`src/turfio_macros.svh`:
```
`ifndef TURFIO_MACROS_SVH
`define TURFIO_MACROS_SVH

// Master side byte address, 4 MB window
`define TIO_ADR_W 22
// Each slave gets a 4 kB window
`define TIO_SLV_ADR_W 12
`define TIO_DAT_W 32
// Slave select field sits right above the slave window
`define TIO_SEL_LSB 12

// Device identifier, ASCII "TFIO"
`define TIO_IDENT 32'h5446_494F
// Version word fields
`define TIO_FW_DATE 16'h0000
`define TIO_VER_MAJOR 4'd0
`define TIO_VER_MINOR 4'd1
`define TIO_VER_REV 8'd2
`define TIO_VERSION {`TIO_FW_DATE, `TIO_VER_MAJOR, `TIO_VER_MINOR, `TIO_VER_REV}

// Cycles per serial clock half-period
`define TIO_SHIFT_DIV 4
// Shift control word: count in [4:0], target in [9:8]
`define TIO_SH_CNT_W 5
`define TIO_SH_TGT_LSB 8

// ID and control slave offsets
`define REG_IDENT 12'h000
`define REG_VERSION 12'h004
`define REG_SCRATCH 12'h008
`define REG_CONTROL 12'h00C
// Shift engine offsets
`define REG_SH_CTRL 12'h000
`define REG_SH_TX 12'h004
`define REG_SH_RX 12'h008
`define REG_SH_STAT 12'h00C

`endif
```
`src/turfio_pkg.sv`:
```
`default_nettype none
`include "turfio_macros.svh"

package turfio_pkg;

    ////////////////////////////////////////////////////////////////////////
    // Bus structs
    ////////////////////////////////////////////////////////////////////////

    // Master request, full crate address
    typedef struct packed {
        logic                    cyc;
        logic                    stb;
        logic                    we;
        logic [`TIO_ADR_W-1:0]   adr;
        logic [`TIO_DAT_W-1:0]   dat;
    } wb_req_t;

    // Slave request, address inside the slave window
    typedef struct packed {
        logic                     cyc;
        logic                     stb;
        logic                     we;
        logic [`TIO_SLV_ADR_W-1:0] adr;
        logic [`TIO_DAT_W-1:0]    dat;
    } wbs_req_t;

    // Response, same on both sides
    typedef struct packed {
        logic                  ack;
        logic                  err;
        logic [`TIO_DAT_W-1:0] dat;
    } wb_rsp_t;

    ////////////////////////////////////////////////////////////////////////
    // State and code enums
    ////////////////////////////////////////////////////////////////////////

    typedef enum logic [1:0] {ARB_IDLE, ARB_DBG, ARB_CTL} arb_state_t;

    typedef enum logic [1:0] {SH_IDLE, SH_LOW, SH_HIGH, SH_DONE} shift_state_t;

    // Code 3 is illegal, engine folds it onto SPI
    typedef enum logic [1:0] {
        TGT_JTAG = 2'd0,
        TGT_LMK  = 2'd1,
        TGT_SPI  = 2'd2
    } shift_target_t;

endpackage

`default_nettype wire

```
`src/turfio_regs_top.sv`:
```
`timescale 1ns/100ps
`default_nettype none

module turfio_regs_top (
    input  wire                      wb_clk_i,
    input  wire                      reset_i,
    // Debug master, serial bridge on the board
    input  wire turfio_pkg::wb_req_t dbg_req_i,
    output wire turfio_pkg::wb_rsp_t dbg_rsp_o,
    // Control master
    input  wire turfio_pkg::wb_req_t ctl_req_i,
    output wire turfio_pkg::wb_rsp_t ctl_rsp_o,
    // Board enables
    output wire                      en_3v3_o,
    output wire                      jtag_en_o,
    output wire                      lmk_oe_o,
    // Shared serial lines
    output wire                      sclk_o,
    output wire                      sdo_o,
    input  wire                      sdi_i,
    // JTAG, LMK, SPI enables
    output wire [2:0]                tgt_en_o
);
    import turfio_pkg::*;

    wire wbs_req_t id_req;
    wire wbs_req_t sh_req;
    wire wb_rsp_t  id_rsp;
    wire wb_rsp_t  sh_rsp;

    // Arbiter and decoder
    turfio_intercon i_intercon (
        .wb_clk_i  (wb_clk_i),
        .reset_i   (reset_i),
        .dbg_req_i (dbg_req_i),
        .ctl_req_i (ctl_req_i),
        .dbg_rsp_o (dbg_rsp_o),
        .ctl_rsp_o (ctl_rsp_o),
        .id_req_o  (id_req),
        .sh_req_o  (sh_req),
        .id_rsp_i  (id_rsp),
        .sh_rsp_i  (sh_rsp)
    );

    // Window 0 at 0x000000
    tio_id_ctrl i_id_ctrl (
        .wb_clk_i  (wb_clk_i),
        .reset_i   (reset_i),
        .req_i     (id_req),
        .rsp_o     (id_rsp),
        .en_3v3_o  (en_3v3_o),
        .jtag_en_o (jtag_en_o),
        .lmk_oe_o  (lmk_oe_o)
    );

    // Window 1 at 0x001000
    gen_shift i_gen_shift (
        .wb_clk_i (wb_clk_i),
        .reset_i  (reset_i),
        .req_i    (sh_req),
        .rsp_o    (sh_rsp),
        .sclk_o   (sclk_o),
        .sdo_o    (sdo_o),
        .sdi_i    (sdi_i),
        .tgt_en_o (tgt_en_o)
    );

endmodule

`default_nettype wire

```
`src/gen_shift.sv`:
```
`timescale 1ns/100ps
`default_nettype none
`include "turfio_macros.svh"

module gen_shift (
    input  wire                      wb_clk_i,
    input  wire                      reset_i,
    input  wire turfio_pkg::wbs_req_t req_i,
    output turfio_pkg::wb_rsp_t      rsp_o,
    output logic                     sclk_o,
    output logic                     sdo_o,
    input  wire                      sdi_i,
    output logic [2:0]               tgt_en_o
);
    import turfio_pkg::*;

    localparam int         CW       = `TIO_SH_CNT_W;
    localparam int         TGT_LSB  = `TIO_SH_TGT_LSB;
    // Half-period counter reload
    localparam logic [7:0] DIV_LOAD = 8'(`TIO_SHIFT_DIV - 1);

    shift_state_t          state_q;
    shift_target_t         tgt_q;
    shift_target_t         wr_tgt;
    // Count field as written, 0 means 32
    logic [CW-1:0]         cnt_q;
    logic [`TIO_DAT_W-1:0] tx_q;
    logic [`TIO_DAT_W-1:0] rx_q;
    logic [`TIO_DAT_W-1:0] sh_tx_q;
    logic [5:0]            bits_q;
    logic [5:0]            wr_bits;
    logic [7:0]            div_q;
    logic                  sclk_q;
    logic [2:0]            en_q;
    logic                  ack_q;
    logic [`TIO_DAT_W-1:0] dat_q;
    logic [`TIO_DAT_W-1:0] rd_dat;
    logic                  access;
    logic                  wr;
    logic                  busy;
    logic                  start;
    logic                  half_done;

    assign access    = req_i.cyc & req_i.stb & ~ack_q;
    assign wr        = access & req_i.we;
    assign busy      = (state_q != SH_IDLE);
    // Control write while busy gets acked but dropped
    assign start     = wr & (req_i.adr == `REG_SH_CTRL) & ~busy;
    assign half_done = (div_q == '0);
    assign wr_bits   = (req_i.dat[CW-1:0] == '0) ? 6'd32 : {1'b0, req_i.dat[CW-1:0]};

    // Illegal code 3 folds onto SPI
    always_comb begin
        case (req_i.dat[TGT_LSB +: 2])
            2'd0:    wr_tgt = TGT_JTAG;
            2'd1:    wr_tgt = TGT_LMK;
            default: wr_tgt = TGT_SPI;
        endcase
    end

    ////////////////////////////////////////////////////////////////////////
    // Register map
    ////////////////////////////////////////////////////////////////////////

    always_comb begin
        case (req_i.adr)
            `REG_SH_CTRL: rd_dat = {22'd0, tgt_q, 3'd0, cnt_q};
            `REG_SH_TX:   rd_dat = tx_q;
            `REG_SH_RX:   rd_dat = rx_q;
            `REG_SH_STAT: rd_dat = {31'd0, busy};
            default:      rd_dat = '0;
        endcase
    end

    ////////////////////////////////////////////////////////////////////////
    // Shift FSM
    ////////////////////////////////////////////////////////////////////////

    always_ff @(posedge wb_clk_i) begin
        if (reset_i) begin
            state_q <= SH_IDLE;
            tgt_q   <= TGT_JTAG;
            cnt_q   <= '0;
            tx_q    <= '0;
            rx_q    <= '0;
            bits_q  <= '0;
            div_q   <= '0;
            sclk_q  <= 1'b0;
            en_q    <= '0;
            ack_q   <= 1'b0;
        end else begin
            ack_q <= access;
            // TX may be reloaded mid-shift, working copy is separate
            if (wr && req_i.adr == `REG_SH_TX) begin
                tx_q <= req_i.dat;
            end
            case (state_q)
                SH_IDLE: begin
                    if (start) begin
                        cnt_q   <= req_i.dat[CW-1:0];
                        tgt_q   <= wr_tgt;
                        bits_q  <= wr_bits;
                        rx_q    <= '0;
                        div_q   <= DIV_LOAD;
                        en_q    <= 3'b001 << wr_tgt;
                        state_q <= SH_LOW;
                    end
                end
                SH_LOW: begin
                    if (half_done) begin
                        // Sample on the rising serial clock
                        sclk_q  <= 1'b1;
                        rx_q    <= {rx_q[`TIO_DAT_W-2:0], sdi_i};
                        div_q   <= DIV_LOAD;
                        state_q <= SH_HIGH;
                    end else begin
                        div_q <= div_q - 8'd1;
                    end
                end
                SH_HIGH: begin
                    if (half_done) begin
                        sclk_q  <= 1'b0;
                        div_q   <= DIV_LOAD;
                        bits_q  <= bits_q - 6'd1;
                        state_q <= (bits_q == 6'd1) ? SH_DONE : SH_LOW;
                    end else begin
                        div_q <= div_q - 8'd1;
                    end
                end
                default: begin
                    // Drop enable, busy clears next
                    en_q    <= '0;
                    state_q <= SH_IDLE;
                end
            endcase
        end
    end

    // Working shift register and read data
    always_ff @(posedge wb_clk_i) begin
        if (access) begin
            dat_q <= rd_dat;
        end
        if (start) begin
            // MSB-align the active bits
            sh_tx_q <= tx_q << (6'd32 - wr_bits);
        end else if (state_q == SH_HIGH && half_done) begin
            // Next bit presented at start of low phase
            sh_tx_q <= {sh_tx_q[`TIO_DAT_W-2:0], 1'b0};
        end
    end

    assign rsp_o    = '{ack: ack_q, err: 1'b0, dat: dat_q};
    assign sclk_o   = sclk_q;
    assign sdo_o    = ((state_q == SH_LOW) || (state_q == SH_HIGH)) & sh_tx_q[`TIO_DAT_W-1];
    assign tgt_en_o = en_q;

endmodule

`default_nettype wire

```
`src/tio_id_ctrl.sv`:
```
`timescale 1ns/100ps
`default_nettype none
`include "turfio_macros.svh"

module tio_id_ctrl (
    input  wire                      wb_clk_i,
    input  wire                      reset_i,
    input  wire turfio_pkg::wbs_req_t req_i,
    output turfio_pkg::wb_rsp_t      rsp_o,
    output logic                     en_3v3_o,
    output logic                     jtag_en_o,
    output logic                     lmk_oe_o
);

    logic                  ack_q;
    logic [`TIO_DAT_W-1:0] dat_q;
    logic [`TIO_DAT_W-1:0] scratch_q;
    // Board enables: [0] 3V3, [1] JTAG, [2] LMK outputs
    logic [2:0]            ctrl_q;
    logic                  access;
    logic                  wr;
    logic [`TIO_DAT_W-1:0] rd_dat;

    // First cycle of a strobe only
    assign access = req_i.cyc & req_i.stb & ~ack_q;
    assign wr     = access & req_i.we;

    ////////////////////////////////////////////////////////////////////////
    // Register map
    ////////////////////////////////////////////////////////////////////////

    always_comb begin
        case (req_i.adr)
            `REG_IDENT:   rd_dat = `TIO_IDENT;
            `REG_VERSION: rd_dat = `TIO_VERSION;
            `REG_SCRATCH: rd_dat = scratch_q;
            `REG_CONTROL: rd_dat = {29'd0, ctrl_q};
            // Holes read as zero
            default:      rd_dat = '0;
        endcase
    end

    always_ff @(posedge wb_clk_i) begin
        if (reset_i) begin
            ack_q     <= 1'b0;
            scratch_q <= '0;
            ctrl_q    <= '0;
        end else begin
            // Ack lands exactly one cycle after strobe
            ack_q <= access;
            if (wr && req_i.adr == `REG_SCRATCH) begin
                scratch_q <= req_i.dat;
            end
            if (wr && req_i.adr == `REG_CONTROL) begin
                ctrl_q <= req_i.dat[2:0];
            end
        end
    end

    // Registered read data
    always_ff @(posedge wb_clk_i) begin
        if (access) begin
            dat_q <= rd_dat;
        end
    end

    // Never errors
    assign rsp_o = '{ack: ack_q, err: 1'b0, dat: dat_q};

    assign en_3v3_o  = ctrl_q[0];
    assign jtag_en_o = ctrl_q[1];
    assign lmk_oe_o  = ctrl_q[2];

endmodule

`default_nettype wire

```
`src/turfio_intercon.sv`:
```
`timescale 1ns/100ps
`default_nettype none
`include "turfio_macros.svh"

module turfio_intercon (
    input  wire                     wb_clk_i,
    input  wire                     reset_i,
    input  wire turfio_pkg::wb_req_t dbg_req_i,
    input  wire turfio_pkg::wb_req_t ctl_req_i,
    output turfio_pkg::wb_rsp_t     dbg_rsp_o,
    output turfio_pkg::wb_rsp_t     ctl_rsp_o,
    output turfio_pkg::wbs_req_t    id_req_o,
    output turfio_pkg::wbs_req_t    sh_req_o,
    input  wire turfio_pkg::wb_rsp_t id_rsp_i,
    input  wire turfio_pkg::wb_rsp_t sh_rsp_i
);
    import turfio_pkg::*;

    // Select codes, 2 and 3 are unmapped
    localparam logic [1:0] SEL_ID = 2'd0;
    localparam logic [1:0] SEL_SH = 2'd1;

    arb_state_t                 state_q;
    // High when control master won last arbitration
    logic                       last_ctl_q;
    logic                       dbg_want;
    logic                       ctl_want;
    logic                       gnt_dbg;
    logic                       gnt_ctl;
    wb_req_t                    gnt_req;
    logic [1:0]                 gnt_sel;
    logic [1:0]                 sel_q;
    logic                       id_stb_q;
    logic                       sh_stb_q;
    logic                       err_q;
    logic                       fwd_we_q;
    logic [`TIO_SLV_ADR_W-1:0]  fwd_adr_q;
    logic [`TIO_DAT_W-1:0]      fwd_dat_q;
    wb_rsp_t                    slv_rsp;

    ////////////////////////////////////////////////////////////////////////
    // Arbitration
    ////////////////////////////////////////////////////////////////////////

    assign dbg_want = dbg_req_i.cyc & dbg_req_i.stb;
    assign ctl_want = ctl_req_i.cyc & ctl_req_i.stb;
    // Tie goes to whoever lost last time
    assign gnt_dbg  = dbg_want & (~ctl_want | last_ctl_q);
    assign gnt_ctl  = ctl_want & ~gnt_dbg;
    assign gnt_req  = gnt_dbg ? dbg_req_i : ctl_req_i;
    assign gnt_sel  = gnt_req.adr[`TIO_SEL_LSB +: 2];

    always_ff @(posedge wb_clk_i) begin
        if (reset_i) begin
            state_q    <= ARB_IDLE;
            // Debug master wins the first tie
            last_ctl_q <= 1'b1;
            sel_q      <= '0;
            id_stb_q   <= 1'b0;
            sh_stb_q   <= 1'b0;
            err_q      <= 1'b0;
        end else begin
            case (state_q)
                ARB_IDLE: begin
                    if (gnt_dbg || gnt_ctl) begin
                        state_q    <= gnt_dbg ? ARB_DBG : ARB_CTL;
                        last_ctl_q <= gnt_ctl;
                        sel_q      <= gnt_sel;
                        id_stb_q   <= (gnt_sel == SEL_ID);
                        sh_stb_q   <= (gnt_sel == SEL_SH);
                    end
                end
                default: begin
                    // Done on the single-cycle ack or err
                    if (slv_rsp.ack || slv_rsp.err) begin
                        state_q  <= ARB_IDLE;
                        id_stb_q <= 1'b0;
                        sh_stb_q <= 1'b0;
                        err_q    <= 1'b0;
                    end else if (sel_q[1]) begin
                        // Unmapped, error one cycle after grant
                        err_q <= 1'b1;
                    end
                end
            endcase
        end
    end

    // Request payload captured while idle, frozen during the grant
    always_ff @(posedge wb_clk_i) begin
        if (state_q == ARB_IDLE) begin
            fwd_we_q  <= gnt_req.we;
            fwd_adr_q <= gnt_req.adr[`TIO_SLV_ADR_W-1:0];
            fwd_dat_q <= gnt_req.dat;
        end
    end

    ////////////////////////////////////////////////////////////////////////
    // Slave side
    ////////////////////////////////////////////////////////////////////////

    // Only one slave strobe at a time
    assign id_req_o = '{cyc: id_stb_q, stb: id_stb_q, we: fwd_we_q,
                        adr: fwd_adr_q, dat: fwd_dat_q};
    assign sh_req_o = '{cyc: sh_stb_q, stb: sh_stb_q, we: fwd_we_q,
                        adr: fwd_adr_q, dat: fwd_dat_q};

    // Response mux, unmapped window answers locally
    always_comb begin
        case (sel_q)
            SEL_ID:  slv_rsp = id_rsp_i;
            SEL_SH:  slv_rsp = sh_rsp_i;
            default: slv_rsp = '{ack: 1'b0, err: err_q, dat: '0};
        endcase
    end

    // Response to granted master only
    assign dbg_rsp_o = (state_q == ARB_DBG) ? slv_rsp : '0;
    assign ctl_rsp_o = (state_q == ARB_CTL) ? slv_rsp : '0;

endmodule

`default_nettype wire

```
`config.mk`:
```
export PLATFORM = sky130hd
export DESIGN_NAME = turfio_regs_top
export DESIGN_NICKNAME = d
export VERILOG_FILES = /design/src/turfio_pkg.sv /design/src/turfio_regs_top.sv /design/src/gen_shift.sv /design/src/tio_id_ctrl.sv /design/src/turfio_intercon.sv
export VERILOG_INCLUDE_DIRS = /design/src
export SDC_FILE = /design/constraint.sdc
export NUM_CORES = 1
export LEC_CHECK = 0
export BUFFER_PORTS_ARGS = -buffer_cell sky130_fd_sc_hd__buf_4
export CAP_MARGIN = 20
export CORE_ASPECT_RATIO = 0.7
export CORE_MARGIN = 2
export CORE_UTILIZATION = 30
export DETAILED_ROUTE_END_ITERATION = 8
export MAX_ROUTING_LAYER = met4
export PLACE_DENSITY = 0.57
export SKIP_CTS_REPAIR_TIMING = 1
export SLEW_MARGIN = 0
export SYNTH_ARGS = -nofsm -noshare
export SYNTH_HDL_FRONTEND = slang
export SYNTH_SLANG_ARGS = --single-unit
```
`constraint.sdc`:
```
create_clock -name wb_clk_i -period 8 [get_ports wb_clk_i]
set_clock_uncertainty 0.2 [all_clocks]
set_input_delay 0 -clock wb_clk_i [delete_from_list [all_inputs] [get_ports wb_clk_i]]
set_output_delay 0 -clock wb_clk_i [all_outputs]
set_load 0.01 [all_outputs]
```
==> impl_metrics.json <==
{
  "status": "complete, no violations",
  "areaGrowthSynthToFinish_pct": 27.99,
  "hold_viol_final": 0,
  "grt.overflow.total": 0,
  "fp.coreArea_sq_um": 45140,
  "antenna_cells": 0,
  "leakage_uw": 0.006300,
  "maxCapViolCount": 0,
  "gp_congestion": 0.9324,
  "clock_latency_ps": 570,
  "start_util_pct": 30.43,
  "fin_nets": 1712,
  "vias_per_cell": 5.212,
  "cpLargestDelayFamily": "simple AND/OR/NAND/NOR gates",
  "cp_max_fo": 45,
  "power.density_nw_per_um2": 234.2,
  "synthArstFlopShare_pct": 0,
  "routed_wl_um": 44480,
  "hold_ws_ps": 74.52,
  "std_cell_rows": 65,
  "avgRoutedWirePerCell_um": 20.09,
  "cp-end-kind": "flip-flop",
  "yosys.area.top_type_share_pct": 30.82,
  "synth-seq-cells": 277,
  "setup_slack_ps": 3738,
  "grt_pass1_vias": 10220,
  "ios": 193,
  "seq_area_frac_synth_pct": 50.64,
  "path_cells": "nor2b_1 > and4_2 > nand3_2 > nand2_1 > a21oi_1",
  "critPathKind": "flip-flop to flip-flop",
  "dpl_worst_slack_ps": 3824,
  "slowest_stage": "and4_2",
  "grt_usage_pct": 18.38,
  "ys.warnings.count": 0,
  "finalSetupViolCount": 0,
  "worstPathRequired_ps": 8210,
  "dieHeight_um": 183.0,
  "drt_pre_antenna_iters": 5,
  "ir_drop_uv": 269.1,
  "crit_arrival_ps": 4470,
  "drive_above_1_share_pct": 22.28,
  "die_w_um": 259.8,
  "syn_area_per_cell_sq_um": 10.03,
  "clkTransAtPathRegs_ps": 60,
  "drt_iter0_drc": 1310,
  "cts_buffers": 30,
  "max_freq_mhz": 234.6,
  "max_slew_margin_pct": 34.72,
  "syn-cell-area_sq_um": 13740,
  "worstMarginPinSlew_ps": 977.2,
  "num_vias": 11540,
  "synth-edff-count": 141,
  "rsz0062_at_grt": "false",
  "finalPower_uw": 4118,
  "syn_inst": 1370,
  "synth_ff_type": "edfxtp_1",
  "grt_max_degree": 82,
  "dp_hpwl_um": 30860,
  "htreeDepth": 1,
  "fillers": 4462,
  "min_period_ps": 4262,
  "dieArea_sq_um": 47550,
  "fin_crit_sh_pct": 53.27,
  "clk_path_buf_depth": 3,
  "tns_ps": 0,
  "synth_area_leaders": "edfxtp_1, dfxtp_1, nand2_1, a21oi_1, mux4_2",
  "clockRootBuffer": "clkbuf_16",
  "antenna_found_initial": 1,
  "drtAntennaViolNets": 0,
  "grt_first_pass_wirelength_um": 64720,
  "crit_buf_inv": 0,
  "yosys.area.top_type": "edfxtp_1",
  "cpPeakStageDelay_ps": 1020,
  "clock_sinks": 277,
  "final_max_slew_viol_count": 0,
  "start_kind": "flip-flop",
  "drcViolationCount": 0,
  "hold_class": "input pin to flip-flop",
  "synthesis.nets": 1495,
  "cts_tree": "done",
  "synth_cell_types": 63,
  "port_buffers": 176
}
-- through the flow --
stage	instances	area [sq um]	utilization, %
floorplan	1370	13740	-
global placement	2053	15540	34.42
detailed placement	2054	15560	34.47
CTS	2110	16540	36.65
global route	2214	17580	38.95
finish	2214	17580	38.95
-- final cells by class --
class	count	area, sq um	area share [%]
sequential	277	6958	39.57
multi-input combinational	948	6237	35.48
timing repair buffer	303	2547	14.49
clock buffer	47	885.9	5.038
tap	603	754.5	4.291
inverter	27	101.3	0.5764
clock inverter	9	97.59	0.5551
-- per-layer routing --
layer	wire length, um	GRT usage, %
met1	21520	28.62
met2	17510	22.98
met3	4873	5.652
met4	572	2.759
met5	0	-
-- cell usage after synthesis (3+ instances only) --
master,number
nand2_1,211
a21oi_1,153
edfxtp_1,141
dfxtp_1,136
nor2_1,114
clkbuf_1,82
mux2i_1,67
mux2_2,59
o21ai_0,54
nand4_1,36
mux4_2,32
buf_2,31
a22o_1,27
inv_1,26
and2_1,25
nor3_1,15
nand3_1,14
o31ai_1,12
and3_1,9
ha_1,8
o211ai_1,7
o21ai_1,7
or2_2,7
or4_1,7
a211oi_1,6
a31oi_1,6
nand2b_1,6
nor2b_1,6
or3_1,5
o221ai_1,4
a311oi_1,3
a32oi_1,3
buf_1,3
nand3b_1,3
nand4b_1,3
o21a_1,3
-- registers in the layout (all words and copies together) (netlist names), 2 cells and up --
| name | cells |
|---|---|
| i_gen_shift.bits_q | 6 |
| i_gen_shift.cnt_q | 5 |
| i_gen_shift.dat_q | 32 |
| i_gen_shift.div_q | 8 |
| i_gen_shift.rx_q | 32 |
| i_gen_shift.sh_tx_q | 32 |
| i_gen_shift.state_q | 2 |
| i_gen_shift.tgt_en_o | 3 |
| i_gen_shift.tgt_q | 2 |
| i_gen_shift.tx_q | 32 |
| i_id_ctrl.ctrl_q | 3 |
| i_id_ctrl.dat_q | 32 |
| i_id_ctrl.scratch_q | 32 |
| i_intercon.fwd_adr_q | 12 |
| i_intercon.fwd_dat_q | 32 |
| i_intercon.sel_q | 2 |
| i_intercon.state_q | 2 |
-- kinds of logic (layout without fill, tap and decap cells) --
| logic type | Yosys count | after routing | synth area share, % |
|---|---|---|---|
| AND/OR/NAND/NOR | 471 | 471 | 15.79 |
| buffers and inverters | 145 | 386 | 4.299 |
| flip-flops | 277 | 277 | 50.64 |
| adder cells (fa/ha/maj) | 8 | 8 | 0.7287 |
| multiplexers | 158 | 158 | 14.96 |
| AO/OA/AOI/OAI | 307 | 307 | 13.32 |
| XOR/XNOR | 4 | 4 | 0.2551 |
-- layout by cell type, fill, tap and decap left out, types with 5 or more instances in the layout --
master         count
clkbuf_8           5
buf_4            198
or4_1              7
nand4_1           36
a21oi_1          153
nand2b_1           6
mux4_2            32
o21ai_1            7
dlygate4sd3_1    104
nand3_1           12
o31ai_1           12
nor2_1           114
edfxtp_1         141
a22o_1            27
and3_1             9
clkinv_2           5
nand2_1          211
and2_1            25
a31oi_1            6
or2_2              7
ha_1               8
a211oi_1           6
clkbuf_1          11
inv_1             25
dfxtp_1          135
o21ai_0           54
or3_1              5
mux2i_1           66
clkbuf_16         31
mux2_2            59
nor3_1            15
o211ai_1           7
-- worst min-delay path: cells and delay by family --
kind	cells	cell delay, ps
buffers and inverters	2	610
muxes	1	120
-- path summary, 6_finish.rpt --
check	slack, ps	depth (start not counted)	startpoint	to
setup / recovery	3740	5	i_intercon.fwd_adr_q[2]	i_id_ctrl.scratch_q[31]
hold / removal	70	3	ctl_req_i[40]	i_intercon.fwd_adr_q[8]
setup reg to reg	3740	5	i_intercon.fwd_adr_q[2]	i_id_ctrl.scratch_q[31]
hold reg to reg	250	2	i_gen_shift.cnt_q[3]	i_gen_shift.cnt_q[3]
-- report_power, final --
group / switching (uW) / internal [uW]
clock network: 567 / 821
registers: 90.5 / 1620
logic: 656 / 359
Note: power is estimated with default switching activity, not from simulation.
